### config.mk
export PLATFORM = sky130hd
export DESIGN_NAME = kmac_prefix_top
export DESIGN_NICKNAME = d
export VERILOG_FILES = /design/src/kmac_pkg.sv /design/src/kmac_key_if.sv /design/src/kmac_ctrl.sv /design/src/kmac_key_index.sv /design/src/kmac_msg_datapath.sv /design/src/kmac_prefix_top.sv
export VERILOG_INCLUDE_DIRS = /design/src
export SDC_FILE = /design/constraint.sdc
export NUM_CORES = 1
export LEC_CHECK = 0
export BUFFER_PORTS_ARGS = -buffer_cell sky130_fd_sc_hd__clkbuf_2
export CORE_AREA = 4 4 263 265
export CTS_CLUSTER_SIZE = 25
export DETAILED_ROUTE_END_ITERATION = 6
export DIE_AREA = 0 0 267 269
export PLACE_DENSITY = 0.38
export SLEW_MARGIN = 20
export SYNTH_ARGS = -nofsm -noshare
export SYNTH_HDL_FRONTEND = slang
export SYNTH_SLANG_ARGS = --single-unit
export TNS_END_PERCENT = 30
### constraint.sdc
create_clock -name clk_i -period 2.31 [get_ports clk_i]
set_input_delay 0.1155 -clock clk_i [delete_from_list [all_inputs] [get_ports clk_i]]
set_output_delay 0.1155 -clock clk_i [all_outputs]
set_load 0.03 [all_outputs]
### src/kmac_consts.svh
////////////////////
// KMAC key-prefix constants
// Widths and rate block sizes shared by the prefix stage
////////////////////

`ifndef KMAC_CONSTS_SVH
`define KMAC_CONSTS_SVH

// Message word towards the absorb engine
`define KMAC_MSG_W 64

// One strobe bit per message byte
`define KMAC_STRB_W 8

// Largest key the stage accepts, in bits
`define KMAC_MAX_KEY_W 512

// Key word index, wide enough for the largest rate count
`define KMAC_IDX_W 5

// Rate block size in 64-bit words
// L128 rate is 168 bytes, L256 rate is 136 bytes
`define KMAC_RATE_L128 21
`define KMAC_RATE_L256 17

`endif

### src/kmac_pkg.sv
////////////////////
// KMAC key-prefix package
// Vector types and enums for the prefix stage
////////////////////

`default_nettype none

`include "kmac_consts.svh"

package kmac_pkg;

  // One word on the message path
  typedef logic [`KMAC_MSG_W-1:0] msg_word_t;
  typedef logic [`KMAC_STRB_W-1:0] msg_strb_t;

  // Key from CSR, least significant byte first
  typedef logic [`KMAC_MAX_KEY_W-1:0] key_data_t;

  // Word index inside one rate block
  typedef logic [`KMAC_IDX_W-1:0] key_idx_t;

  // bytepad prefix (16) + key length encoding (24) + key
  typedef logic [`KMAC_MAX_KEY_W+40-1:0] enc_block_t;

  // Only the two SHAKE strengths KMAC uses
  typedef enum logic {
    L128 = 1'b0,
    L256 = 1'b1
  } strength_e;

  typedef enum logic [2:0] {
    Key128 = 3'd0,
    Key192 = 3'd1,
    Key256 = 3'd2,
    Key384 = 3'd3,
    Key512 = 3'd4
  } key_len_e;

  // Sparse codes, minimum Hamming distance 3
  typedef enum logic [5:0] {
    Idle          = 6'b011000,
    Key           = 6'b010111,
    Msg           = 6'b001110,
    Flush         = 6'b101011,
    TerminalError = 6'b100000
  } kmac_st_e;

endpackage

`default_nettype wire

### src/kmac_key_if.sv
////////////////////
// Key index interface
// Counter controls and status between FSM and counter
////////////////////

`timescale 1ns/10ps
`default_nettype none

interface kmac_key_if;

  // Counter controls from the FSM
  logic clr;
  logic inc;

  // Status back from the counter
  logic sent_block;
  kmac_pkg::key_idx_t index;

  // FSM side
  modport ctrl_mp (
    output clr,
    output inc,
    input  sent_block
  );

  // Hardened counter side
  modport cnt_mp (
    input  clr,
    input  inc,
    output sent_block,
    output index
  );

  // Datapath only needs the word select
  modport dp_mp (
    input index
  );

endinterface

`default_nettype wire

### src/kmac_ctrl.sv
////////////////////
// KMAC prefix controller
// Sparse FSM that pushes the key block, gates process
// and latches an early process request
////////////////////

`timescale 1ns/10ps
`default_nettype none

module kmac_ctrl (
  input  logic        clk_i,
  input  logic        rst_ni,

  // Configuration and commands
  input  logic        kmac_en_i,
  input  logic        start_i,
  input  logic        process_i,
  input  logic        done_i,

  // Life cycle escalation level
  input  logic        escalate_i,

  // Key index counter
  kmac_key_if.ctrl_mp key_if,

  // To datapath
  output logic        key_phase_o,
  output logic        key_valid_o,

  // To absorb engine
  output logic        process_o,
  output logic        sparse_fsm_error_o,

  // Absorb engine ready, for the index increment
  input  logic        msg_ready_i
);

  kmac_pkg::kmac_st_e st_q, st_d;

  // Process request seen in Key, replayed in Msg
  logic process_latched_q;
  logic kmac_process;

  ////////////////////
  // State machine
  ////////////////////

  always_ff @(posedge clk_i or negedge rst_ni) begin
    if (!rst_ni) begin
      st_q <= kmac_pkg::Idle;
    end else begin
      st_q <= st_d;
    end
  end

  always_comb begin
    st_d               = st_q;
    key_phase_o        = 1'b0;
    key_valid_o        = 1'b0;
    key_if.clr         = 1'b0;
    kmac_process       = 1'b0;
    sparse_fsm_error_o = 1'b0;

    case (st_q)
      kmac_pkg::Idle: begin
        if (kmac_en_i && start_i) begin
          st_d = kmac_pkg::Key;
        end
      end

      // Full rate block of key words, whatever process does
      kmac_pkg::Key: begin
        key_phase_o = 1'b1;
        if (key_if.sent_block) begin
          // Block complete, rewind index for the next start
          key_if.clr = 1'b1;
          st_d       = kmac_pkg::Msg;
        end else begin
          key_valid_o = 1'b1;
        end
      end

      // Message passes through, wait for process
      kmac_pkg::Msg: begin
        if (process_i || process_latched_q) begin
          kmac_process = 1'b1;
          st_d         = kmac_pkg::Flush;
        end
      end

      kmac_pkg::Flush: begin
        if (done_i) begin
          st_d = kmac_pkg::Idle;
        end
      end

      kmac_pkg::TerminalError: begin
        sparse_fsm_error_o = 1'b1;
      end

      // Any code outside the enum is a fault
      default: begin
        st_d               = kmac_pkg::TerminalError;
        sparse_fsm_error_o = 1'b1;
      end
    endcase

    // Escalation wins over every transition
    if (escalate_i) begin
      st_d = kmac_pkg::TerminalError;
    end
  end

  // One index step per accepted key word
  assign key_if.inc = key_valid_o & msg_ready_i;

  ////////////////////
  // Process gating
  ////////////////////

  // Bypass when KMAC is off
  assign process_o = kmac_en_i ? kmac_process : process_i;

  always_ff @(posedge clk_i or negedge rst_ni) begin
    if (!rst_ni) begin
      process_latched_q <= 1'b0;
    end else if (process_i && !process_o) begin
      process_latched_q <= 1'b1;
    end else if (process_o || done_i) begin
      process_latched_q <= 1'b0;
    end
  end

endmodule

`default_nettype wire

### src/kmac_key_index.sv
////////////////////
// Hardened key word counter
// Redundant up counter with block limit and mismatch error
////////////////////

`timescale 1ns/10ps
`default_nettype none

`include "kmac_consts.svh"

module kmac_key_index (
  input  logic               clk_i,
  input  logic               rst_ni,
  input  kmac_pkg::strength_e strength_i,
  kmac_key_if.cnt_mp         key_if,
  output logic               key_index_error_o
);

  // Primary count and its complement copy
  kmac_pkg::key_idx_t cnt_q;
  kmac_pkg::key_idx_t cnt_n_q;
  kmac_pkg::key_idx_t block_limit;
  logic               mismatch;
  logic               err_q;

  // Complement copy counts down on its own adder
  always_ff @(posedge clk_i or negedge rst_ni) begin
    if (!rst_ni) begin
      cnt_q   <= '0;
      cnt_n_q <= '1;
    end else if (key_if.clr) begin
      cnt_q   <= '0;
      cnt_n_q <= '1;
    end else if (key_if.inc) begin
      cnt_q   <= cnt_q + 1'b1;
      cnt_n_q <= cnt_n_q - 1'b1;
    end
  end

  // Copies must stay bitwise inverse
  assign mismatch = (cnt_q != ~cnt_n_q);

  // Sticky until reset
  always_ff @(posedge clk_i or negedge rst_ni) begin
    if (!rst_ni) begin
      err_q <= 1'b0;
    end else if (mismatch) begin
      err_q <= 1'b1;
    end
  end

  assign key_index_error_o = err_q;

  // Words per rate block
  assign block_limit = (strength_i == kmac_pkg::L128) ?
                       kmac_pkg::key_idx_t'(`KMAC_RATE_L128) :
                       kmac_pkg::key_idx_t'(`KMAC_RATE_L256);

  assign key_if.index      = cnt_q;
  assign key_if.sent_block = (cnt_q == block_limit);

endmodule

`default_nettype wire

### src/kmac_msg_datapath.sv
////////////////////
// KMAC prefix datapath
// Builds bytepad(encode_string(K)) and muxes key words
// or FIFO data onto the absorb port
////////////////////

`timescale 1ns/10ps
`default_nettype none

`include "kmac_consts.svh"

module kmac_msg_datapath (
  input  kmac_pkg::strength_e strength_i,
  input  kmac_pkg::key_len_e  key_len_i,
  input  kmac_pkg::key_data_t key_data_i,

  // Word select from the counter
  kmac_key_if.dp_mp           key_if,

  // From controller
  input  logic                key_phase_i,
  input  logic                key_valid_i,

  // Message FIFO side
  input  logic                fifo_valid_i,
  input  kmac_pkg::msg_word_t fifo_data_i,
  input  kmac_pkg::msg_strb_t fifo_strb_i,
  output logic                fifo_ready_o,

  // Absorb engine side
  output logic                msg_valid_o,
  output kmac_pkg::msg_word_t msg_data_o,
  output kmac_pkg::msg_strb_t msg_strb_o,
  input  logic                msg_ready_i
);

  // Encoded block rounded up to whole words
  localparam int BlockW     = $bits(kmac_pkg::enc_block_t);
  localparam int BlockWords = (BlockW + `KMAC_MSG_W - 1) / `KMAC_MSG_W;
  localparam int PadW       = BlockWords * `KMAC_MSG_W;

  logic [15:0]          encode_bytepad;
  logic [23:0]          encode_keylen;
  logic [BlockW-41:0]   padded_key;
  kmac_pkg::enc_block_t enc_block;
  logic [PadW-1:0]      enc_words;
  kmac_pkg::msg_word_t  key_word;

  ////////////////////
  // Block encoding
  ////////////////////

  // left_encode(rate), byte 0 in the low bits
  assign encode_bytepad = (strength_i == kmac_pkg::L128) ? 16'hA801 : 16'h8801;

  // left_encode(key length) with the length field swapped to little endian
  // Short keys use one length byte, so only 16 bits count
  always_comb begin
    case (key_len_i)
      kmac_pkg::Key128: encode_keylen = 24'h00_80_01;
      kmac_pkg::Key192: encode_keylen = 24'h00_C0_01;
      kmac_pkg::Key256: encode_keylen = 24'h00_01_02;
      kmac_pkg::Key384: encode_keylen = 24'h80_01_02;
      kmac_pkg::Key512: encode_keylen = 24'h00_02_02;
      default:          encode_keylen = 24'h00_00_00;
    endcase
  end

  // Key bytes trimmed to their length, zeros above
  always_comb begin
    case (key_len_i)
      kmac_pkg::Key128: padded_key = {384'h0, key_data_i[127:0]};
      kmac_pkg::Key192: padded_key = {320'h0, key_data_i[191:0]};
      kmac_pkg::Key256: padded_key = {256'h0, key_data_i[255:0]};
      kmac_pkg::Key384: padded_key = {128'h0, key_data_i[383:0]};
      default:          padded_key = key_data_i;
    endcase
  end

  // Key starts right after the last used length byte
  always_comb begin
    if (key_len_i inside {kmac_pkg::Key128, kmac_pkg::Key192}) begin
      enc_block = {8'h00, padded_key, encode_keylen[15:0], encode_bytepad};
    end else begin
      enc_block = {padded_key, encode_keylen, encode_bytepad};
    end
  end

  ////////////////////
  // Word slicing
  ////////////////////

  assign enc_words = {{(PadW - BlockW){1'b0}}, enc_block};

  // Rest of the rate block is zero fill
  always_comb begin
    if (int'(key_if.index) < BlockWords) begin
      key_word = enc_words[int'(key_if.index) * `KMAC_MSG_W +: `KMAC_MSG_W];
    end else begin
      key_word = '0;
    end
  end

  ////////////////////
  // Output mux
  ////////////////////

  // FIFO held off while the key block goes out
  assign msg_valid_o  = key_phase_i ? key_valid_i : fifo_valid_i;
  assign msg_data_o   = key_phase_i ? key_word    : fifo_data_i;
  assign msg_strb_o   = key_phase_i ? '1          : fifo_strb_i;
  assign fifo_ready_o = key_phase_i ? 1'b0        : msg_ready_i;

endmodule

`default_nettype wire

### src/kmac_prefix_top.sv
////////////////////
// KMAC key-prefix stage
// Sits between message FIFO and absorb engine
////////////////////

`timescale 1ns/10ps
`default_nettype none

module kmac_prefix_top (
  input  logic                clk_i,
  input  logic                rst_ni,

  // Configuration
  input  logic                kmac_en_i,
  input  kmac_pkg::strength_e strength_i,
  input  kmac_pkg::key_len_e  key_len_i,
  input  kmac_pkg::key_data_t key_data_i,

  // Commands
  input  logic                start_i,
  input  logic                process_i,
  input  logic                done_i,
  input  logic                escalate_i,

  // Message FIFO
  input  logic                fifo_valid_i,
  input  kmac_pkg::msg_word_t fifo_data_i,
  input  kmac_pkg::msg_strb_t fifo_strb_i,
  output logic                fifo_ready_o,

  // Absorb engine
  output logic                msg_valid_o,
  output kmac_pkg::msg_word_t msg_data_o,
  output kmac_pkg::msg_strb_t msg_strb_o,
  input  logic                msg_ready_i,
  output logic                process_o,

  // Error status
  output logic                sparse_fsm_error_o,
  output logic                key_index_error_o
);

  logic key_phase;
  logic key_valid;

  kmac_key_if key_if_i ();

  kmac_ctrl u_ctrl (
    .clk_i              (clk_i),
    .rst_ni             (rst_ni),
    .kmac_en_i          (kmac_en_i),
    .start_i            (start_i),
    .process_i          (process_i),
    .done_i             (done_i),
    .escalate_i         (escalate_i),
    .key_if             (key_if_i.ctrl_mp),
    .key_phase_o        (key_phase),
    .key_valid_o        (key_valid),
    .process_o          (process_o),
    .sparse_fsm_error_o (sparse_fsm_error_o),
    .msg_ready_i        (msg_ready_i)
  );

  kmac_key_index u_key_index (
    .clk_i             (clk_i),
    .rst_ni            (rst_ni),
    .strength_i        (strength_i),
    .key_if            (key_if_i.cnt_mp),
    .key_index_error_o (key_index_error_o)
  );

  kmac_msg_datapath u_datapath (
    .strength_i   (strength_i),
    .key_len_i    (key_len_i),
    .key_data_i   (key_data_i),
    .key_if       (key_if_i.dp_mp),
    .key_phase_i  (key_phase),
    .key_valid_i  (key_valid),
    .fifo_valid_i (fifo_valid_i),
    .fifo_data_i  (fifo_data_i),
    .fifo_strb_i  (fifo_strb_i),
    .fifo_ready_o (fifo_ready_o),
    .msg_valid_o  (msg_valid_o),
    .msg_data_o   (msg_data_o),
    .msg_strb_o   (msg_strb_o),
    .msg_ready_i  (msg_ready_i)
  );

endmodule

`default_nettype wire

==> impl_metrics.ini, run 1 <==
[global_routing]
grt_max_degree = 35
grt_pass1_wl_um = 123000
antenna_found_initial = 46
gr-total-overflow = 0
grt_pass1_vias = 15000
track_usage = 0.246

[synthesis]
seq_area_frac_synth = 0.0550
ys_ff_latch = 18
ys.flop_type = dfrtp_1
synthTopCellsByArea = mux2i_1 11%, nand2_1 9.9%, a21oi_1 9.4%
syn-num-nets = 1866
syn_inst = 1266
synth.avg_cell_area_um2 = 6.59
syn_area_um2 = 8350
post_synth_num_cell_types = 77
synth_async_sr_flop_share = 1.00
yosysWarningCount = 0
synth_edf_count = 0
yosysTopAreaCellShare = 0.107
synth_top_area_cell = mux2i_1

[worst_setup_path]
crit_type = reg -> out
start_kind = flip-flop
required_ps = 2190
r2r_start = u_key_index.key_if.index[0]
crit_path_end_kind = output port
critPathLaunch = u_key_index.key_if.index[0]
cp.arrival_ps = 2490
crit_fanout = 18

[sta]
whs_ps = 101
setup_slack_ps = -298
tightest_slew_ps = 762
max_slew_margin = 0.478
fmaxAchievable_mhz = 383
rsz0062_at_grt = true
hold_violations = 0
period_needed_ps = 2610
fin_crit_sh = 1.13
clock_skew_ps = 2.09
setup_viol = 64
finalMaxSlewViolations = 0

[routing]
wirelength_um = 94500
ant_nets = 0
top_layer = met5
first_iter_violations = 865
dr_total_vias = 14400
drc = 0
dr_wl_met3_um = 7010
viasPerCell = 4.85
wl_met1_um = 36600
met2WireLength_um = 47600
wl_per_cell_um = 31.9
drt_first_pass_iters = 5

[hold_path]
hold_path.class = in -> reg
min_from = escalate_i

[cells_and_area]
final_cell_mix = 611 x clkbuf_2, 215 x buf_4, 213 x nand2_1
fin_cells = 2964
area_growth_pct = 98.4
nNetsFinal = 2677
design_area_um2 = 16600
drive_above_1_share = 0.581
final_common_cell = clkbuf_2

[power]
swShare = 0.463
pwr-share-comb = 0.740
power_per_cell_area_nw_per_um2 = 175
p_int_mw = 1.56
ir_drop_v = 0.000266
p_seq_frac = 0.120
clkPwrFrac = 0.140
p_switching_mw = 1.35
p_leak_nw = 7.67
finalPower_mw = 2.91

[clock_network]
clockBufferDepth = 2
clk_latency_ps = 250
clkTransAtPathRegs_ps = 60
cts_made_buffers = 3
h-tree-depth = 1
cts_tree = done
clock_sink_count = 18
cts_root_buf = clkbuf_16

[floorplanning]
ios = 674
die_y_um = 269
core-area_um2 = 66800
fp.dieW_um = 267
die_area_um2 = 71800
initial_core_util = 0.125
rows = 95

[flow_run]
cap_viol_max_count = 0

[place]
place_area_um2 = 14400
hpwl_um = 82100
globalplace.congestion = 0.894
io_buffer_count = 673
dp.cells = 2910

[status]
violations = setup timing
status = finished with violations
-- power by group through the flow --
stage	Sequential [mW]	Combinational, mW	Clock [mW]
global placement	0.354	2.00	0
floorplan	0.362	0.744	0
detailed placement	0.354	1.99	0
global route	0.351	2.30	0.429
finish	0.349	2.15	0.407
CTS	0.349	2.12	0.414
-- state kept, by name (all words and copies together), names as in the netlist --
name / count
u_key_index.cnt_n_q: 5
u_ctrl.process_latched_q: 1
u_key_index.key_index_error_o: 1
u_ctrl.st_q: 6
u_key_index.key_if.index: 5
-- path summary, 6_finish.rpt --
path	slack, ps	depth (start not counted)	end
worst min-delay path	100	2	u_ctrl.st_q[4]
worst max register to register	70	8	u_key_index.cnt_n_q[4]
max in group asynchronous	1500	2	u_key_index.key_if.index[0]
worst max-delay path	-300	9	msg_data_o[47]
worst min register to register	490	1	u_key_index.key_index_error_o
min in group asynchronous	380	2	u_ctrl.process_latched_q
-- cells in the mapped netlist (all sizes together) (13+ instances only) --
cell / instances
nand2: 220
a21oi: 157
o21ai: 131
mux2i: 89
buf: 88
nand3: 69
clkbuf: 53
a221oi: 45
o31ai: 36
mux2: 34
nor2: 32
a31oi: 31
a21o: 19
a221o: 19
a22oi: 19
nand2b: 14
and2: 13
-- worst max-delay path, cell delays in order (launching register included) --
cell and delay (ps):
dfrtp_4 530, buf_16 190, nor3b_4 190, buf_12 150
buf_4 140, a31oi_4 240, nand3_1 120, buf_4 150
o31ai_2 240, clkbuf_4 240
-- what timing repair did --
item | in CTS | in global routing
endpoints found under the hold margin | 11 | 0
hold buffers | 1 | 0
setup endpoints to repair | 65 | 74
pin swaps | 33 | 27
gates cloned | 5 | 3
buffers inserted | 19 | 10
resized for setup | 228 | 189
-- logic make-up (layout without fill, tap and decap cells) --
family                   Yosys count  after routing  share of synthesized area
adder cells (fa/ha/maj)            3              3                    0.00450
buffers and inverters            153            963                     0.0947
XOR/XNOR                           9              9                    0.00944
other                              0             15                          0
flip-flops                        18             18                     0.0550
multiplexers                     130            130                      0.171
AO/OA/AOI/OAI                    557            557                      0.444
AND/OR/NAND/NOR                  396            396                      0.221
-- metal layers --
metal	global-route usage	up-vias
li1	-	6526
met1	0.279	6976
met2	0.455	682
met3	0.0655	130
met4	0.0635	48
met5	0	-
-- final cells by class --
cell class / instances / area, µm²
sequential: 18 / 467
tap: 873 / 1090
fill: 7594 / 50200
multi-input combinational: 1095 / 8270
clock buffer: 4 / 88.8
inverter: 12 / 52.6
antenna: 15 / 37.5
timing repair buffer: 947 / 6550
-- stage by stage --
| step | utilization | setup slack, ps | setup TNS, ps |
|---|---|---|---|
| after floorplan | - | -51.1 | -1020 |
| after global placement | 0.216 | -480 | -12030 |
| after detailed placement | 0.216 | -399 | -6620 |
| after CTS | 0.237 | -284 | -14430 |
| after global routing | 0.248 | -331 | -16150 |
| final | 0.248 | -298 | -10960 |
No activity file was read; power rests on OpenSTA's default activity.
==> run 2, diff against run 1 <==
==> constraint.sdc (replaced) <==
create_clock -name clk_i -period 2.5 [get_ports clk_i]
set_input_delay 0.125 -clock clk_i [delete_from_list [all_inputs] [get_ports clk_i]]
set_output_delay 0.125 -clock clk_i [all_outputs]
set_load 0.03 [all_outputs]
==> run 2 against run 1 <==
The flow still finishes with violations (setup timing). Flip-flop and latch count unchanged. Combinational power down 13%. Clock skew about the same. Via count down 2.5%. Setup slack better by 180 ps. Total power down 11%. Sequential share of layout area up 0.16 points. Final area down 5.5%. Critical endpoint is now msg_data_o[8].
==> impl_metrics.ini, run 2 (synthesis results as in run 1) <==
[status]
status = finished with violations
violations = setup timing

[worst_setup_path]
required_ps = 2380
crit_type = reg -> out
start_kind = flip-flop
cp.arrival_ps = 2490
crit_fanout = 8
crit_path_end_kind = output port

[clock_network]
cts_root_buf = clkbuf_16
cts_tree = done
clk_latency_ps = 260
cts_made_buffers = 3
h-tree-depth = 1
clockBufferDepth = 2
clkTransAtPathRegs_ps = 60
clock_sink_count = 18

[sta]
period_needed_ps = 2620
hold_violations = 0
tightest_slew_ps = 715
setup_tns_ps = -1520
finalMaxSlewViolations = 0
rsz0062_at_grt = true
fmaxAchievable_mhz = 382
setup_slack_ps = -117
whs_ps = 112
fin_crit_sh = 1.05
max_slew_margin = 0.523
setup_viol = 39
clock_skew_ps = 2.19

[flow_run]
cap_viol_max_count = 0

[global_routing]
track_usage = 0.235
grt_max_degree = 42
grt_pass1_wl_um = 118000
antenna_found_initial = 43
grt_pass1_vias = 14600
gr-total-overflow = 0

[cells_and_area]
area_growth_pct = 87.5
largest_register_ffs = 6
final_cell_mix = 608 x clkbuf_2, 213 x nand2_1, 178 x buf_4
fin_cells = 2896
nNetsFinal = 2612
final_common_cell = clkbuf_2
drive_above_1_share = 0.541
fillers = 7678
top_register = u_ctrl.st_q

[power]
ir_drop_v = 0.000224
p_leak_nw = 7.24
finalPower_mw = 2.59
power_per_cell_area_nw_per_um2 = 165

[routing]
dr_total_vias = 14000
wl_per_cell_um = 31.4
drt_first_pass_iters = 5
first_iter_violations = 947
viasPerCell = 4.84
ant_nets = 0
drc = 0
wirelength_um = 90800

[floorplanning]
die_area_um2 = 71800
ios = 674
fp.dieW_um = 267
initial_core_util = 0.125
core-area_um2 = 66800
rows = 95
die_y_um = 269

[hold_path]
hold_path.class = in -> reg

[place]
dp.cells = 2843
hpwl_um = 77200
globalplace.congestion = 0.907
io_buffer_count = 673
run 2: cell types whose count changed in the layout (fill, tap and decap cells not counted), sizes merged:
cell	before	now
diode	15	12
buf	307	243
clkinvlp	2	0
clkbuf	642	634
bufbuf	1	8
clkinv	0	1
inv	10	11
run 2: cell type report:
cell class | count | area, µm² | area share
multi-input combinational | 1095 | 7850 | 0.502
timing repair buffer | 882 | 6070 | 0.388
inverter | 12 | 50.0 | 0.00320
tap | 873 | 1090 | 0.0698
antenna | 12 | 30.0 | 0.00192
clock buffer | 4 | 88.8 | 0.00568
sequential | 18 | 465 | 0.0297
run 2: through the flow:
step / instance area (µm²) / util / worst slack, ps
final: 15700 / 0.234 / -117
after global routing: 15600 / 0.234 / -171
after CTS: 15200 / 0.227 / -153
after detailed placement: 13800 / 0.207 / -448
after global placement: 13800 / 0.207 / -442
after floorplan: 8360 / - / -16.6
run 2: final timing paths:
kind,slack (ps),startpoint,cells past startpoint,end
worst min register to register,490,u_key_index.key_index_error_o,1,u_key_index.key_index_error_o
worst min-delay path,110,escalate_i,2,u_ctrl.st_q[3]
min in group asynchronous,390,rst_ni,2,u_ctrl.process_latched_q
worst max register to register,80,u_key_index.key_if.index[0],7,u_ctrl.st_q[0]
worst max-delay path,-120,u_key_index.key_if.index[0],7,msg_data_o[8]
max in group asynchronous,1700,rst_ni,2,u_key_index.key_if.index[0]
run 2: per-layer routing:
metal / track usage / vias to the layer above / wire length (µm)
met5: 0 / - / 338
met4: 0.0471 / 52 / 2090
met3: 0.0549 / 122 / 6470
met2: 0.435 / 646 / 45900
met1: 0.277 / 6793 / 36000
li1: - / 6393 / -
run 2: timing repair:
| action | CTS | global route |
|---|---|---|
| gates cloned | 8 | 3 |
| endpoints found under the setup margin | 63 | 62 |
| gates resized for setup | 217 | 119 |
| setup buffers | 18 | 9 |
| pin swaps | 33 | 22 |
| hold endpoints to repair | 11 | 0 |
| hold buffers | 1 | 0 |
run 2: worst max-delay path, stage by stage, from the launching register on:
cell      delay (ps)
dfrtp_4          550
buf_12           180
buf_12           140
nor4b_4          390
buf_6            220
a21oi_4           70
o41ai_4          430
clkbuf_8         250
run 2: power by group:
part / total (mW) / leakage (nW) / switching, mW / internal [mW]
Clock: 0.380 / 0.0442 / 0.135 / 0.245
Sequential: 0.339 / 0.201 / 0.0249 / 0.314
Combinational: 1.87 / 6.99 / 1.05 / 0.822
Total: 2.59 / 7.24 / 1.21 / 1.38
